$ cat config.mk
export PLATFORM = sky130hd
export DESIGN_NAME = score_link_top
export DESIGN_NICKNAME = d
export VERILOG_FILES = /design/src/design/game_pkg.sv /design/src/design/link_pkg.sv /design/src/design/score_frame_if.sv /design/src/design/score_control.sv /design/src/design/frame_fifo.sv /design/src/design/frame_uart_tx.sv /design/src/design/score_link_top.sv
export SDC_FILE = /design/constraint.sdc
export NUM_CORES = 1
export LEC_CHECK = 0
export BUFFER_PORTS_ARGS = -buffer_cell sky130_fd_sc_hd__buf_4
export CORE_MARGIN = 8
export CORE_UTILIZATION = 59
export DETAILED_ROUTE_END_ITERATION = 10
export PLACE_DENSITY_LB_ADDON = 0.2
export SYNTH_ARGS = -nofsm -noshare
export SYNTH_HDL_FRONTEND = slang
export SYNTH_SLANG_ARGS = --single-unit
$ cat constraint.sdc
create_clock -name clk -period 2.9 [get_ports clk]
set_clock_uncertainty 0.2 [all_clocks]
set_input_delay 0 -clock clk [delete_from_list [all_inputs] [get_ports clk]]
set_output_delay 0 -clock clk [all_outputs]
set_load 0.05 [all_outputs]
$ cat src/design/game_pkg.sv
// ********************
// match states, score width and winning score
// ********************

package game_pkg;

    // match progress as seen from this board
    typedef enum logic [1:0] {
        GS_IDLE    = 2'd0,  // waiting for the first start
        GS_SHOOTER = 2'd1,  // this board takes the shot
        GS_KEEPER  = 2'd2,  // this board keeps goal
        GS_OVER    = 2'd3   // match decided
    } game_state_e;

    // goal counter width, enough for 0..WIN_SCORE
    localparam int SCORE_W = 3;

    // first side to this many goals wins
    localparam int WIN_SCORE = 5;

endpackage

$ cat src/design/link_pkg.sv
// ********************
// score frame format and uart link constants
// ********************

package link_pkg;

    typedef enum logic {
        FRM_ROUND = 1'b0,  // match goes on
        FRM_FINAL = 1'b1   // last frame of the match
    } frame_kind_e;

    // one byte on the wire, msb first in this order
    typedef struct packed {
        frame_kind_e                     kind;        // bit 7
        logic                            result;      // bit 6, player won
        logic [game_pkg::SCORE_W-1:0]    player_pts;  // bits 5..3
        logic [game_pkg::SCORE_W-1:0]    enemy_pts;   // bits 2..0
    } score_frame_t;

    // frames held between scorer and transmitter
    localparam int FRAME_DEPTH = 4;

    // clock cycles per serial bit
    localparam int CLKS_PER_BIT = 8;

endpackage

$ cat src/design/score_frame_if.sv
// ********************
// score frame bus, scorer to buffer
// ********************

interface score_frame_if;

    logic                            push;        // one cycle per frame
    link_pkg::frame_kind_e           kind;
    logic                            result;
    logic [game_pkg::SCORE_W-1:0]    player_pts;
    logic [game_pkg::SCORE_W-1:0]    enemy_pts;

    // no acknowledge, fields valid while push is high
    modport source (
        output push,
        output kind,
        output result,
        output player_pts,
        output enemy_pts
    );

    modport sink (
        input push,
        input kind,
        input result,
        input player_pts,
        input enemy_pts
    );

endinterface

$ cat src/design/score_control.sv
// ********************
// match fsm and score counters
// one frame pushed per counted round
// ********************

module score_control (
    input  logic                            clk,
    input  logic                            rst,
    input  logic                            start,
    input  logic                            round_done_gk,
    input  logic                            is_scored_gk,
    input  logic                            round_done_sh,
    input  logic                            is_scored_sh,
    output game_pkg::game_state_e           game_state,
    output logic                            match_end,     // match decided
    output logic                            match_result,  // 1 = player won
    output logic [game_pkg::SCORE_W-1:0]    score_player,
    output logic [game_pkg::SCORE_W-1:0]    score_enemy,
    score_frame_if.source                   frame
);

    game_pkg::game_state_e           state_nxt;
    logic [game_pkg::SCORE_W-1:0]    player_nxt;
    logic [game_pkg::SCORE_W-1:0]    enemy_nxt;
    logic                            end_nxt;
    logic                            result_nxt;
    logic                            match_start;
    logic                            shot_counted;
    logic                            save_counted;
    logic                            round_counted;
    logic                            player_wins;
    logic                            enemy_wins;
    logic                            push_q;

    // a strobe only counts in its own role
    assign shot_counted  = (game_state == game_pkg::GS_SHOOTER) && round_done_sh;
    assign save_counted  = (game_state == game_pkg::GS_KEEPER) && round_done_gk;
    assign round_counted = shot_counted || save_counted;

    assign match_start = start &&
                         ((game_state == game_pkg::GS_IDLE) || (game_state == game_pkg::GS_OVER));

    // next scores, win check runs on these
    always_comb begin
        player_nxt = score_player;
        enemy_nxt  = score_enemy;
        if (match_start) begin
            player_nxt = '0;
            enemy_nxt  = '0;
        end else if (shot_counted && is_scored_sh) begin
            player_nxt = score_player + 1'b1;
        end else if (save_counted && is_scored_gk) begin
            enemy_nxt = score_enemy + 1'b1;  // enemy got past our keeper
        end
    end

    assign player_wins = round_counted && (int'(player_nxt) == game_pkg::WIN_SCORE);
    assign enemy_wins  = round_counted && (int'(enemy_nxt) == game_pkg::WIN_SCORE);

    always_comb begin
        state_nxt  = game_state;
        end_nxt    = match_end;
        result_nxt = match_result;
        case (game_state)
            game_pkg::GS_IDLE,
            game_pkg::GS_OVER: begin
                if (match_start) begin
                    state_nxt  = game_pkg::GS_SHOOTER;
                    end_nxt    = 1'b0;
                    result_nxt = 1'b0;
                end
            end
            game_pkg::GS_SHOOTER: begin
                if (shot_counted) begin
                    state_nxt = game_pkg::GS_KEEPER;
                end
            end
            game_pkg::GS_KEEPER: begin
                if (save_counted) begin
                    state_nxt = game_pkg::GS_SHOOTER;
                end
            end
            default: state_nxt = game_pkg::GS_IDLE;
        endcase

        // a win overrides the role swap
        if (player_wins || enemy_wins) begin
            state_nxt  = game_pkg::GS_OVER;
            end_nxt    = 1'b1;
            result_nxt = player_wins;
        end
    end

    always_ff @(posedge clk) begin
        if (rst) begin
            game_state   <= game_pkg::GS_IDLE;
            match_end    <= 1'b0;
            match_result <= 1'b0;
            score_player <= '0;
            score_enemy  <= '0;
            push_q       <= 1'b0;
        end else begin
            game_state   <= state_nxt;
            match_end    <= end_nxt;
            match_result <= result_nxt;
            score_player <= player_nxt;
            score_enemy  <= enemy_nxt;
            push_q       <= round_counted;  // no frame for a start
        end
    end

    // frame mirrors the registers updated on the same edge
    assign frame.push       = push_q;
    assign frame.kind       = match_end ? link_pkg::FRM_FINAL : link_pkg::FRM_ROUND;
    assign frame.result     = match_result;
    assign frame.player_pts = score_player;
    assign frame.enemy_pts  = score_enemy;

endmodule

$ cat src/design/frame_fifo.sv
// ********************
// score frame buffer
// drops on full, sticky overflow
// ********************

module frame_fifo (
    input  logic                    clk,
    input  logic                    rst,
    score_frame_if.sink             frame,
    input  logic                    pop,
    output link_pkg::score_frame_t  head,
    output logic                    empty,
    output logic                    overflow
);

    link_pkg::score_frame_t                              mem [link_pkg::FRAME_DEPTH];
    link_pkg::score_frame_t                              in_frame;
    logic [$clog2(link_pkg::FRAME_DEPTH)-1:0]            wr_ptr;
    logic [$clog2(link_pkg::FRAME_DEPTH)-1:0]            rd_ptr;
    logic [$clog2(link_pkg::FRAME_DEPTH+1)-1:0]          count;
    logic                                                full;
    logic                                                do_push;
    logic                                                do_pop;

    always_comb begin
        in_frame.kind       = frame.kind;
        in_frame.result     = frame.result;
        in_frame.player_pts = frame.player_pts;
        in_frame.enemy_pts  = frame.enemy_pts;
    end

    assign empty = (count == '0);
    assign full  = (int'(count) == link_pkg::FRAME_DEPTH);
    assign head  = mem[rd_ptr];

    assign do_pop  = pop && !empty;
    assign do_push = frame.push && (!full || do_pop);  // full but draining still takes it

    // storage only, no reset
    always_ff @(posedge clk) begin
        if (do_push) begin
            mem[wr_ptr] <= in_frame;
        end
    end

    always_ff @(posedge clk) begin
        if (rst) begin
            wr_ptr   <= '0;
            rd_ptr   <= '0;
            count    <= '0;
            overflow <= 1'b0;
        end else begin
            if (do_push) begin
                wr_ptr <= (int'(wr_ptr) == link_pkg::FRAME_DEPTH - 1) ? '0 : wr_ptr + 1'b1;
            end
            if (do_pop) begin
                rd_ptr <= (int'(rd_ptr) == link_pkg::FRAME_DEPTH - 1) ? '0 : rd_ptr + 1'b1;
            end
            case ({do_push, do_pop})
                2'b10:   count <= count + 1'b1;
                2'b01:   count <= count - 1'b1;
                default: count <= count;
            endcase
            if (frame.push && !do_push) begin
                overflow <= 1'b1;  // frame lost, held until reset
            end
        end
    end

endmodule

$ cat src/design/frame_uart_tx.sv
// ********************
// frame to byte, 8N1 serial out
// ********************

module frame_uart_tx (
    input  logic                    clk,
    input  logic                    rst,
    input  link_pkg::score_frame_t  head,
    input  logic                    empty,
    output logic                    pop,
    output logic                    tx,
    output logic                    busy
);

    logic                                        active;    // shifting a frame
    logic [9:0]                                  shreg;     // stop, data, start
    logic [$clog2(link_pkg::CLKS_PER_BIT)-1:0]   clk_cnt;
    logic [3:0]                                  bit_cnt;
    logic [7:0]                                  tx_byte;
    logic                                        bit_end;

    // kind, result, player, enemy from msb down
    assign tx_byte = {head.kind, head.result, head.player_pts, head.enemy_pts};

    assign pop     = !active && !empty;
    assign busy    = active || pop;
    assign tx      = shreg[0];
    assign bit_end = (int'(clk_cnt) == link_pkg::CLKS_PER_BIT - 1);

    always_ff @(posedge clk) begin
        if (rst) begin
            active  <= 1'b0;
            shreg   <= '1;  // line idles high
            clk_cnt <= '0;
            bit_cnt <= '0;
        end else if (pop) begin
            active  <= 1'b1;
            shreg   <= {1'b1, tx_byte, 1'b0};
            clk_cnt <= '0;
            bit_cnt <= '0;
        end else if (active) begin
            if (bit_end) begin
                clk_cnt <= '0;
                shreg   <= {1'b1, shreg[9:1]};  // lsb first, refill with idle level
                if (bit_cnt == 4'd9) begin
                    active  <= 1'b0;  // stop bit done
                    bit_cnt <= '0;
                end else begin
                    bit_cnt <= bit_cnt + 1'b1;
                end
            end else begin
                clk_cnt <= clk_cnt + 1'b1;
            end
        end
    end

endmodule

$ cat src/design/score_link_top.sv
// ********************
// scorer, frame buffer and uart tx
// ********************

module score_link_top (
    input  logic                            clk,
    input  logic                            rst,
    input  logic                            start,
    input  logic                            round_done_gk,
    input  logic                            is_scored_gk,
    input  logic                            round_done_sh,
    input  logic                            is_scored_sh,
    output game_pkg::game_state_e           game_state,
    output logic                            match_end,
    output logic                            match_result,
    output logic [game_pkg::SCORE_W-1:0]    score_player,
    output logic [game_pkg::SCORE_W-1:0]    score_enemy,
    output logic                            tx,
    output logic                            tx_busy,
    output logic                            link_overflow
);

    link_pkg::score_frame_t  fifo_head;
    logic                    fifo_empty;
    logic                    fifo_pop;

    score_frame_if frame_bus ();

    score_control u_score_control (
        .clk           (clk),
        .rst           (rst),
        .start         (start),
        .round_done_gk (round_done_gk),
        .is_scored_gk  (is_scored_gk),
        .round_done_sh (round_done_sh),
        .is_scored_sh  (is_scored_sh),
        .game_state    (game_state),
        .match_end     (match_end),
        .match_result  (match_result),
        .score_player  (score_player),
        .score_enemy   (score_enemy),
        .frame         (frame_bus.source)
    );

    frame_fifo u_frame_fifo (
        .clk      (clk),
        .rst      (rst),
        .frame    (frame_bus.sink),
        .pop      (fifo_pop),
        .head     (fifo_head),
        .empty    (fifo_empty),
        .overflow (link_overflow)
    );

    frame_uart_tx u_frame_uart_tx (
        .clk   (clk),
        .rst   (rst),
        .head  (fifo_head),
        .empty (fifo_empty),
        .pop   (fifo_pop),
        .tx    (tx),
        .busy  (tx_busy)
    );

endmodule

; ---- Word-level counts from Yosys, hierarchy flattened
; Memory sizes are Yosys's and may differ from the RTL's. A register that Yosys moved wholly into a read port is not among the register bits.
; Index checks and enable logic that the tools add are counted.
[totals]
inputBits = 7
ff_bits = 36
memories = 1
word_cells = 102
out_inout_bits = 13
ramBits = 32
[mem_list]
columns = name, words, width, read_ports, rd_clocked_by_memory_dff, wr, line
row1 = u_frame_fifo.mem, 4, 8, 1, 1, 1, frame_fifo.sv:16  ; link_pkg::score_frame_t mem [link_pkg::FRAME_DEPTH];
[classes]
n_eq_ne = 15
addsub = 8
reduce_logical = 33
n_mux = 31
[op_table]
columns = operator, n
row1 = 2-to-1 mux 9 bit, 3
row2 = 2-to-1 mux 3 bit, 6
row3 = 2-to-1 mux 2 bit, 8
row4 = adder 3 x 1 -> 3 bit (second input constant), 4
row5 = logical AND 1 bit, 11
row6 = 2-to-1 mux 1 bit, 11
row7 = nonzero test 2 bit, 5
row8 = == test 3 bit (second input constant), 3
row9 = == test 2 x 1 -> 1 bit (second input constant), 4
row10 = == test 2 bit (second input constant), 3
row11 = != test 3 x 2 -> 1 bit (second input constant), 2
row12 = one-hot mux 2 bit (3 select lines), 1
row13 = one-hot mux 3 bit (2 select lines), 1
row14 = AND reduction 2 bit, 3
row15 = logical OR 1 bit, 5
row16 = adder 2 x 1 -> 2 bit (second input constant), 2
row17 = adder 4 x 1 -> 4 bit (second input constant), 1
row18 = == test 4 bit (second input constant), 1
row19 = logical NOT 1 bit, 4
row20 = 2-to-1 mux 4 bit, 1
row21 = OR reduction 2 bit, 2
row22 = == test 3 x 1 -> 1 bit (second input constant), 1
row23 = logical NOT 3 bit, 1
row24 = != test 3 x 1 -> 1 bit (second input constant), 1
row25 = 3 further kinds, 3

; ---- Depth between registers and ports, before layout
; Gate-level depths: netlist of run 1.
[logic_depth]
ltp_word = 11
ltp_mapped = 11
depth_no_buf = 10

; ---- Cells and area by module
; Synthesis of run 1 repeated with hierarchy kept, for this count alone.
[unflattened]
cells_unflattened = 280
area_unflattened_um2 = 3344.5
[by_module_without_submodules]
columns = mod, seq_area_each_um2, instances, cells_per_inst, area_per_inst_um2
row1 = frame_fifo, 1161.1, 1, 112, 1813.0
row2 = frame_uart_tx, 340.3, 1, 93, 884.6
row3 = score_control, 220.2, 1, 75, 646.9

; ---- Worst setup path before layout of run 1
; No wires, ideal clock.
[synth_timing]
kind = register to register
start = register u_frame_fifo.count[0] in the netlist's numbering
end = register u_frame_fifo.count[2] in the netlist's numbering
setup_ns = 0.071
required_time_ns = 2.629
slack_ns = 0.440
path_stages_with_launch = 12
arrival_ns = 2.189
cell_sequence = dfxtp_1 nor3_2 or2_1 buf_2 inv_2 buf_4 ha_1 inv_1 fa_1 xor2_1 or3_1 a21oi_1
[synth_between]
elab_chain_len = 8
word_cells_on_any_way = 14
cone_classes = 2 x add/sub / 3 x eq/ne / 1 x mux / 8 x reduce/logical
[synth_lines]
columns = element, line
row1 = from (decl), frame_fifo.sv:20  ; logic [$clog2(link_pkg::FRAME_DEPTH+1)-1:0] count;
row2 = from (signal assigned), frame_fifo.sv:60  ; 2'b10: count <= count + 1'b1;
row3 = from (signal assigned), frame_fifo.sv:61  ; 2'b01: count <= count - 1'b1;
row4 = from (signal assigned), frame_fifo.sv:62  ; default: count <= count;
row5 = logical NOT 3 bit, frame_fifo.sv:32  ; assign empty = (count == '0);
row6 = logical NOT 1 bit, "frame_fifo.sv:36, frame_uart_tx.sv:25"
row7 = logical AND 1 bit, frame_uart_tx.sv:25  ; assign pop = !active && !empty;
row8 = logical AND 1 bit, frame_fifo.sv:36  ; assign do_pop = pop && !empty;
row9 = logical OR 1 bit, frame_fifo.sv:37  ; assign do_push = frame.push && (!full || do_pop);
row10 = logical AND 1 bit, frame_fifo.sv:37
row11 = == test 2 x 1 -> 1 bit / == test 2 bit (equally long branches), frame_fifo.sv:59  ; case ({do_push, do_pop})
row12 = one-hot mux 3 bit (2 select lines) / nonzero test 2 bit (equally long branches), n/a
; Parallel ways exist; a longest one is shown, timed or not.
; A chain may end at the register's enable or synchronous reset.

; ---- Worst setup path after layout of run 1
[layout_timing]
start = register u_frame_uart_tx.active
end = register u_frame_fifo.count[2] in the netlist's numbering
[layout_between]
elab_chain_len = 7
word_cells_on_any_way = 9
cone_classes = 2 x eq/ne / 1 x mux / 6 x reduce/logical
[layout_lines]
columns = element, line
row1 = from (decl), frame_uart_tx.sv:15  ; logic active;
row2 = from (signal assigned), frame_uart_tx.sv:32  ; active <= 1'b0;
row3 = from (signal assigned), frame_uart_tx.sv:37  ; active <= 1'b1;
row4 = from (signal assigned), frame_uart_tx.sv:46  ; active <= 1'b0;
row5 = logical NOT 1 bit (*), frame_uart_tx.sv:25
row6 = logical AND 1 bit (*), frame_uart_tx.sv:25
row7 = logical AND 1 bit (*), frame_fifo.sv:36
row8 = logical OR 1 bit, frame_fifo.sv:37
row9 = logical AND 1 bit, frame_fifo.sv:37
row10 = == test 2 x 1 -> 1 bit / == test 2 bit (equally long branches), frame_fifo.sv:59
row11 = one-hot mux 3 bit (2 select lines) / nonzero test 2 bit (equally long branches), n/a
; Mark *: on every way between the ends. The rest lies on a longest branch, timed or not.

==> results of run 1 <==
## state kept, by name (all words and copies together) (netlist names), 3 cells and up, named ones only
signal	flops
u_frame_uart_tx.shreg	9
u_score_control.frame.enemy_pts	3
u_frame_uart_tx.bit_cnt	4
u_frame_fifo.count	3
u_frame_uart_tx.clk_cnt	3
u_frame_fifo.mem	32
u_score_control.frame.player_pts	3
## how the worst max path moves through the flow
stage | start | end | cells past startpoint
floorplan | u_frame_fifo.count[0]$_SDFFE_PP0P_ | u_frame_fifo.count[2]$_SDFFE_PP0P_ | 11
global placement | u_frame_fifo.count[0]$_SDFFE_PP0P_ | u_frame_fifo.count[2]$_SDFFE_PP0P_ | 9
detailed placement | u_frame_uart_tx.active$_SDFF_PP0_ | u_frame_fifo.count[2]$_SDFFE_PP0P_ | 10
CTS | u_frame_uart_tx.active$_SDFF_PP0_ | u_frame_fifo.count[2]$_SDFFE_PP0P_ | 10
global route | u_frame_uart_tx.active$_SDFF_PP0_ | u_frame_fifo.count[2]$_SDFFE_PP0P_ | 10
finish | u_frame_uart_tx.active$_SDFF_PP0_ | u_frame_fifo.count[2]$_SDFFE_PP0P_ | 10
## routing by layer
metal  global-route usage, %  up-vias  wire [microns]
met5                       0        -               0
met4                    7.36        0              55
met3                    5.95        6             191
met1                    15.9      861            2210
li1                        -      937               -
met2                    23.9       29            2500
## power breakdown
part | switching (mW) | internal, mW | leakage, nW
Clock | 0.341 | 0.384 | 0.0989
Combinational | 0.409 | 0.312 | 0.559
Sequential | 0.116 | 1.15 | 0.579
Total | 0.866 | 1.84 | 1.24
## cells by family (layout without fill, tap and decap cells)
group	Yosys count	count (layout)	synth area share, %
flops	70	70	58.5
simple gates	68	68	11.7
compound gates	48	48	8.81
buf+inv	25	59	3.70
mux	15	15	8.55
fa+ha+maj	13	13	5.78
xor+xnor	10	10	2.98
## cell usage in the layout (no fill, tap or decap), drive strengths merged, types with 2 or more instances in the layout
cell	count
clkbuf	13
xnor2	4
dfxtp	38
xor2	6
mux4	8
and2	5
edfxtp	32
nor3	6
a21oi	27
or2	2
mux2i	6
nor3b	2
nand2	11
buf	19
dlygate4sd3	9
nor2b	3
or3	3
clkinv	2
nor2	29
ha	12
nand3	2
o21ai	15
inv	16
## tightest hold or removal path: stages (launching register included)
cell and delay (ps):
sky130_fd_sc_hd__dfxtp_1 320, sky130_fd_sc_hd__nand2_1 50, sky130_fd_sc_hd__o21ai_0 60
## area by class of cell
class,count,area [sq um],area share (%)
repair buffers,28,233,6.86
multi-input cells,154,1110,32.8
clock buffers,13,170,5.02
well taps,67,83.8,2.47
flip-flops and latches,70,1720,50.8
clock inverters,3,16.3,0.480
inverters,15,56.3,1.66
## through the flow
step                      setup slack (ps)  area, sq um  utilization [%]
after global placement                 435         3120             65.5
after floorplan                        440         2940                -
after CTS                              336         3390             71.3
final                                  327         3390             71.3
after detailed placement               349         3120             65.5
after global routing                  64.4         3390             71.3
## timing repair
| action | 4_1_cts | 5_1_grt |
|---|---|---|
| hold buffers | 9 | 0 |
| hold endpoints to repair | 31 | 0 |
| setup endpoints to repair | 0 | 0 |
==> Flow_metrics.wiki, run 1 <==
{| class="wikitable"
! Metric !! Value
|-
| Mean cell area of the mapped netlist || 11.8 sq um
|-
| Number of nets still failing antenna checks after routing || 0
|-
| Average via count per standard cell || 5.24
|-
| FF-to-FF Start || u_frame_uart_tx.active$_SDFF_PP0_
|-
| Setup crit start kind || flip-flop
|-
| Final HPWL from detailed placement || 3420 microns
|-
| Library cell used as clock root buffer || sky130_fd_sc_hd__clkbuf_8
|-
| Power density cells || 799 nW/um^2
|-
| Synthesized instance count || 249
|-
| Antenna diode count || 0
|-
| Crit-path max cell delay || 430 ps
|-
| Clock slew seen by the registers of the worst setup and hold paths || 70 ps
|-
| Area leader, netlist || sky130_fd_sc_hd__edfxtp_1
|-
| Filler cell count || 335
|-
| Length in cells of the worst reg-to-reg path || 10
|-
| Hold-critical path depth || 2
|-
| Final worst path period share || 88.7%
|-
| Latest clock arrival within the worst-skew pair || 330 ps
|-
| Run status || finished, final reports clean
|-
| Post-cts resize count || 0
|-
| Row Count || 25
|-
| Global-route congestion overflow total || 0
|-
| Starting density of the core || 61.9%
|-
| Core region area || 4750 sq um
|-
| Maximum clock rate || 389 MHz
|-
| Detailed Routing Iterations Pass 1 || 4
|-
| Critical path buffer and inverter count || 2
|-
| Fin Hold WS || 276 ps
|-
| Maximum number of pins on one net before global-route repair || 24
|-
| Number of H-tree levels || 3
|-
| Setup TNS Final || 0 ps
|-
| Count of placed standard cells including taps || 325
|-
| Least-Margin Pin Slew || 518 ps
|-
| Total via count in the routed design || 1833
|-
| Total detailed-routing wirelength || 4950 microns
|-
| Max-capacitance violation count || 0
|-
| Largest driver fanout on the critical path || 6
|-
| Post-synthesis to final-layout area growth || 15.3%
|-
| Area contributors post-synth || sky130_fd_sc_hd__edfxtp_1 33%, sky130_fd_sc_hd__dfxtp_1 26%, sky130_fd_sc_hd__mux4_2 6.1%, sky130_fd_sc_hd__ha_1 5.1%, sky130_fd_sc_hd__a21oi_1 4.6%
|-
| Placer Congestion || 0.749
|-
| Clk buf depth || 2
|-
| Buffers added on ports || 19
|-
| Leakage power || 1.24 nW
|-
| Worst min-delay path startpoint || u_frame_uart_tx.shreg[0]$_SDFFE_PP1P_
|-
| CTS Sinks || 70
|-
| Slew headroom || 65.4%
|-
| Arrival time at the worst endpoint || 2640 ps
|-
| Floorplan die width || 86.6 microns
|-
| TritonCTS clock tree || done
|-
| Detailed Route Iter0 Violations || 110
|-
| Hold Fails Final Rpt || 0
|-
| Worst reg-to-reg setup slack || 330 ps
|-
| Filler-free cell count of the finished design || 350
|-
| Time the worst path needs with I/O delays and setup || 2570 ps
|-
| Number of global-route vias before repair || 1859
|-
| Wirelength per Cell || 14.1 microns
|-
| Commonest cells in the netlist || 38 x sky130_fd_sc_hd__dfxtp_1, 32 x sky130_fd_sc_hd__edfxtp_1, 28 x sky130_fd_sc_hd__nor2_1
|-
| Summed instance area of the synthesized netlist || 2940 sq um
|-
| I/O pin cnt || 20
|-
| Peak supply drop || 0.394 mV
|-
| Worst R2R End || u_frame_fifo.count[2]$_SDFFE_PP0P_
|-
| Total Die Area || 7500 sq um
|-
| Kind of path behind the tightest hold check || flip-flop to flip-flop
|-
| Unique cell type count in the Yosys netlist || 43
|-
| Area share of the largest cell type after synthesis || 32.7%
|-
| Yosys synthesis warning count || 0
|-
| Most repeated cell in the gate-level netlist after synthesis || sky130_fd_sc_hd__dfxtp_1
|-
| Kind of critical path || flip-flop to flip-flop
|-
| Slowest library cell on the worst path || sky130_fd_sc_hd__fa_1
|-
| Share of post-route cells with drive strength above 1 || 17.3%
|-
| Hold endpoint || u_frame_uart_tx.shreg[0]$_SDFFE_PP1P_
|-
| Post-CTS Setup Bufs || 0
|-
| Clock buffer count from CTS || 9
|-
| Async set-or-reset flop fraction in the synthesized netlist || 0%
|-
| Category of cells accounting for the largest share of critical-path delay || simple AND/OR/NAND/NOR gates
|-
| Number of antenna violations at the first check in global routing || 0
|-
| Worst path cell trace || nand2_1, nor3_1, nor2b_2, inv_1, ha_1, inv_1, fa_1, xor2_1, or3_1, a21oi_1
|-
| Global-route wire length before repair || 8450 microns
|-
| Sequential element share of the synthesized area || 58.5%
|-
| Final number of max-transition violations || 0
|-
| RSZ-0062 raised after global routing || false
|-
| Nets in the synthesized netlist || 269
|-
| Crit path required time || 2970 ps
|-
| Tot GR Track Use || 14.6%
|-
| Most used flip-flop cell after synthesis || sky130_fd_sc_hd__dfxtp_1
|-
| Overall power || 2.71 mW
|-
| Vertical die dimension || 86.6 microns
|-
| Number of setup violations in the final report || 0
|-
| Number of synthesized flops with an enable pin || 32
|-
| Seq cells post-synth || 70
|-
| Dominant cell type by count on the critical path || sky130_fd_sc_hd__inv_1
|-
| Total number of nets in the final design || 298
|-
| DRC viols || 0
|-
| Critical path endpoint category || flip-flop
|}
Power figures use the tool's default switching activity.
==> run 2: changes to the inputs <==
- CORE_UTILIZATION: 59 -> 60
- CTS_BUF_LIST: not set -> sky130_fd_sc_hd__clkbuf_8
- SETUP_SLACK_MARGIN: not set -> 0.15
==> Flow_metrics.wiki, run 2 (same netlist as run 1, synthesis figures left out) <==
{| class="wikitable"
! Metric !! Value
|-
| Slew headroom || 63.2% (-2.2 points)
|-
| Starting density of the core || 62.3% (+0.41 points)
|-
| Crit path required time || 2980 ps (about the same)
|-
| Run status || finished, final reports clean
|-
| Kind of critical path || flip-flop to flip-flop
|-
| Buffers added on ports || 19 (unchanged)
|-
| Most flop-heavy register || u_frame_fifo.mem
|-
| Fin Hold WS || 281 ps (+5.85 ps)
|-
| Hold endpoint || u_frame_uart_tx.shreg[0]$_SDFFE_PP1P_
|-
| Top routing layer in use || met4
|-
| Leakage power || 1.25 nW (+1.4%)
|-
| Count of placed standard cells including taps || 325 (unchanged)
|-
| Clock buffer count from CTS || 9 (unchanged)
|-
| Number of setup violations in the final report || 0 (unchanged)
|-
| Number of global-route vias before repair || 1941 (+4.4%)
|-
| Total Die Area || 7400 sq um (-1.4%)
|-
| Placer Congestion || 0.773 (+3.2%)
|-
| Time the worst path needs with I/O delays and setup || 2530 ps (-44.9 ps)
|-
| Vertical die dimension || 86.0 microns (-0.68%)
|-
| Power density cells || 807 nW/um^2 (+1.0%)
|-
| Cell area after layout || 3410 sq um (+0.59%)
|-
| Max-capacitance violation count || 0 (unchanged)
|-
| CTS Sinks || 70 (unchanged)
|-
| Total number of nets in the final design || 299 (+0.34%)
|-
| Number of H-tree levels || 3 (unchanged)
|-
| Least-Margin Pin Slew || 551 ps (+32.8 ps)
|-
| Critical path endpoint category || flip-flop
|-
| Setup crit start kind || flip-flop
|-
| TritonCTS clock tree || done
|-
| Filler-free cell count of the finished design || 351 (+0.29%)
|-
| RSZ-0062 raised after global routing || false
|-
| Clock slew seen by the registers of the worst setup and hold paths || 70 ps (about the same)
|-
| Number of antenna violations at the first check in global routing || 0 (unchanged)
|-
| I/O pin cnt || 20 (unchanged)
|-
| Row Count || 25 (unchanged)
|-
| Leading cell type in the layout, fill and taps excluded || sky130_fd_sc_hd__dfxtp_1
|-
| Worst R2R End || u_frame_fifo.count[2]$_SDFFE_PP0P_
|-
| Peak supply drop || 0.470 mV (+19%)
|-
| Detail Route met3 WL || 245 microns (+28%)
|-
| Maximum clock rate || 396 MHz (+1.8%)
|-
| Detailed Routing Iterations Pass 1 || 4 (unchanged)
|-
| Wirelength per Cell || 15.1 microns (+6.9%)
|-
| Sum of routed wire segments on met1 || 2300 microns (+4.3%)
|-
| DRC viols || 0 (unchanged)
|-
| Core region area || 4720 sq um (-0.66%)
|-
| Library cell used as clock root buffer || sky130_fd_sc_hd__clkbuf_8
|-
| Share of post-route cells with drive strength above 1 || 17.3% (-0.061 points)
|-
| FF-to-FF Start || u_frame_fifo.count[1]$_SDFFE_PP0P_
|-
| Arrival time at the worst endpoint || 2610 ps (-30 ps)
|-
| Met2 wire length || 2650 microns (+6.0%)
|-
| Total via count in the routed design || 1897 (+3.5%)
|-
| Total detailed-routing wirelength || 5300 microns (+7.2%)
|-
| Worst min-delay path startpoint || u_frame_uart_tx.shreg[0]$_SDFFE_PP1P_
|-
| Average via count per standard cell || 5.40 (+3.2%)
|-
| Clk buf depth || 2 (unchanged)
|-
| Kind of path behind the tightest hold check || flip-flop to flip-flop
|-
| Largest register FFs || 32 (unchanged)
|-
| Post-synthesis to final-layout area growth || 16.0%
|-
| Most frequent cells in the layout || 37 x sky130_fd_sc_hd__dfxtp_1, 32 x sky130_fd_sc_hd__edfxtp_1, 28 x sky130_fd_sc_hd__nor2_1
|-
| Worst reg-to-reg setup slack || 370 ps (+40 ps)
|-
| Floorplan die width || 86.0 microns (-0.68%)
|-
| Hold Fails Final Rpt || 0 (unchanged)
|-
| Setup TNS Final || 0 ps (unchanged)
|-
| Registers with the most flip-flops || u_frame_fifo.mem (32), u_frame_uart_tx.shreg (9), u_frame_uart_tx.bit_cnt (4)
|-
| Placed Instance Area || 3120 sq um (unchanged)
|-
| Post-CTS Setup Bufs || 0 (unchanged)
|-
| Number of nets still failing antenna checks after routing || 0 (unchanged)
|-
| Final worst path period share || 87.2% (-1.5 points)
|-
| Final HPWL from detailed placement || 3500 microns (+2.3%)
|-
| Tot GR Track Use || 15.7% (+1.2 points)
|-
| Antenna diode count || 0 (unchanged)
|-
| Maximum number of pins on one net before global-route repair || 24 (unchanged)
|-
| Detailed Route Iter0 Violations || 80 (-27%)
|-
| Global-route congestion overflow total || 0 (unchanged)
|-
| Length in cells of the worst reg-to-reg path || 9 (-1)
|-
| Global-route wire length before repair || 8980 microns (+6.4%)
|-
| Hold-critical path depth || 2 (unchanged)
|-
| Latest clock arrival within the worst-skew pair || 350 ps (+20 ps)
|-
| Final number of max-transition violations || 0 (unchanged)
|-
| Largest driver fanout on the critical path || 11 (+5)
|}
-- run 2: cell types whose count changed in the layout (fill, tap and decap cells not counted), sizes merged --
cell,change
bufinv,+1
clkbuf,-3
clkinv,-1
dlygate4sd3,+1
inv,+3
-- run 2: worst max path at each step --
stage	slack [ps]	cells after the start	endpoint	startpoint
after floorplan	440	11	u_frame_fifo.count[2]$_SDFFE_PP0P_	u_frame_fifo.count[0]$_SDFFE_PP0P_
after global placement	440	9	u_frame_fifo.count[2]$_SDFFE_PP0P_	u_frame_fifo.count[0]$_SDFFE_PP0P_
after detailed placement	310	9	u_frame_fifo.count[2]$_SDFFE_PP0P_	u_frame_fifo.count[0]$_SDFFE_PP0P_
after CTS	250	10	u_frame_fifo.count[2]$_SDFFE_PP0P_	u_frame_uart_tx.active$_SDFF_PP0_
after global routing	170	10	u_frame_fifo.count[2]$_SDFFE_PP0P_	u_frame_uart_tx.active$_SDFF_PP0_
final	370	9	u_frame_fifo.count[2]$_SDFFE_PP0P_	u_frame_fifo.count[1]$_SDFFE_PP0P_
-- run 2: critical path, cell delays in order (launching register included) --
cell and delay (ps):
sky130_fd_sc_hd__dfxtp_1 400, sky130_fd_sc_hd__nor3_2 70, sky130_fd_sc_hd__or2_1 320, sky130_fd_sc_hd__inv_4 160, sky130_fd_sc_hd__ha_1 210, sky130_fd_sc_hd__inv_1 80, sky130_fd_sc_hd__fa_1 430, sky130_fd_sc_hd__xor2_1 150
sky130_fd_sc_hd__or3_1 310, sky130_fd_sc_hd__a21oi_1 140
-- run 2: what timing repair did --
item,4_1_cts,5_1_grt
hold endpoints to repair,31,0
endpoints found under the setup margin,0,1
resized for setup,0,3
hold buffers,10,0
-- run 2: through the flow --
step,setup WS (ps),utilization (%),power [mW]
final,372,72.2,2.75
after global routing,166,72.2,2.91
after CTS,245,72.1,2.76
after detailed placement,314,66.0,2.00
after global placement,441,66.0,1.98
after floorplan,440,-,1.85
-- run 2: area by class of cell --
cell class                      count  area, sq um
Fill cell                         313         1310
Inverter                           15         58.8
Tap cell                           67         83.8
Multi-Input combinational cell    154         1120
Clock buffer                       10          138
Clock inverter                      6         50.0
Sequential cell                    70         1720
Timing Repair Buffer               29          243
-- run 2: power breakdown --
part	internal [mW]	switching (mW)
registers	1.15	0.119
clock network	0.407	0.343
logic	0.316	0.422
-- run 2: layer usage --
metal | vias up | GRT usage, %
li1 | 941 | -
met3 | 11 | 5.64
met1 | 904 | 17.4
met4 | 0 | 7.64
met5 | - | 0
met2 | 41 | 26.2
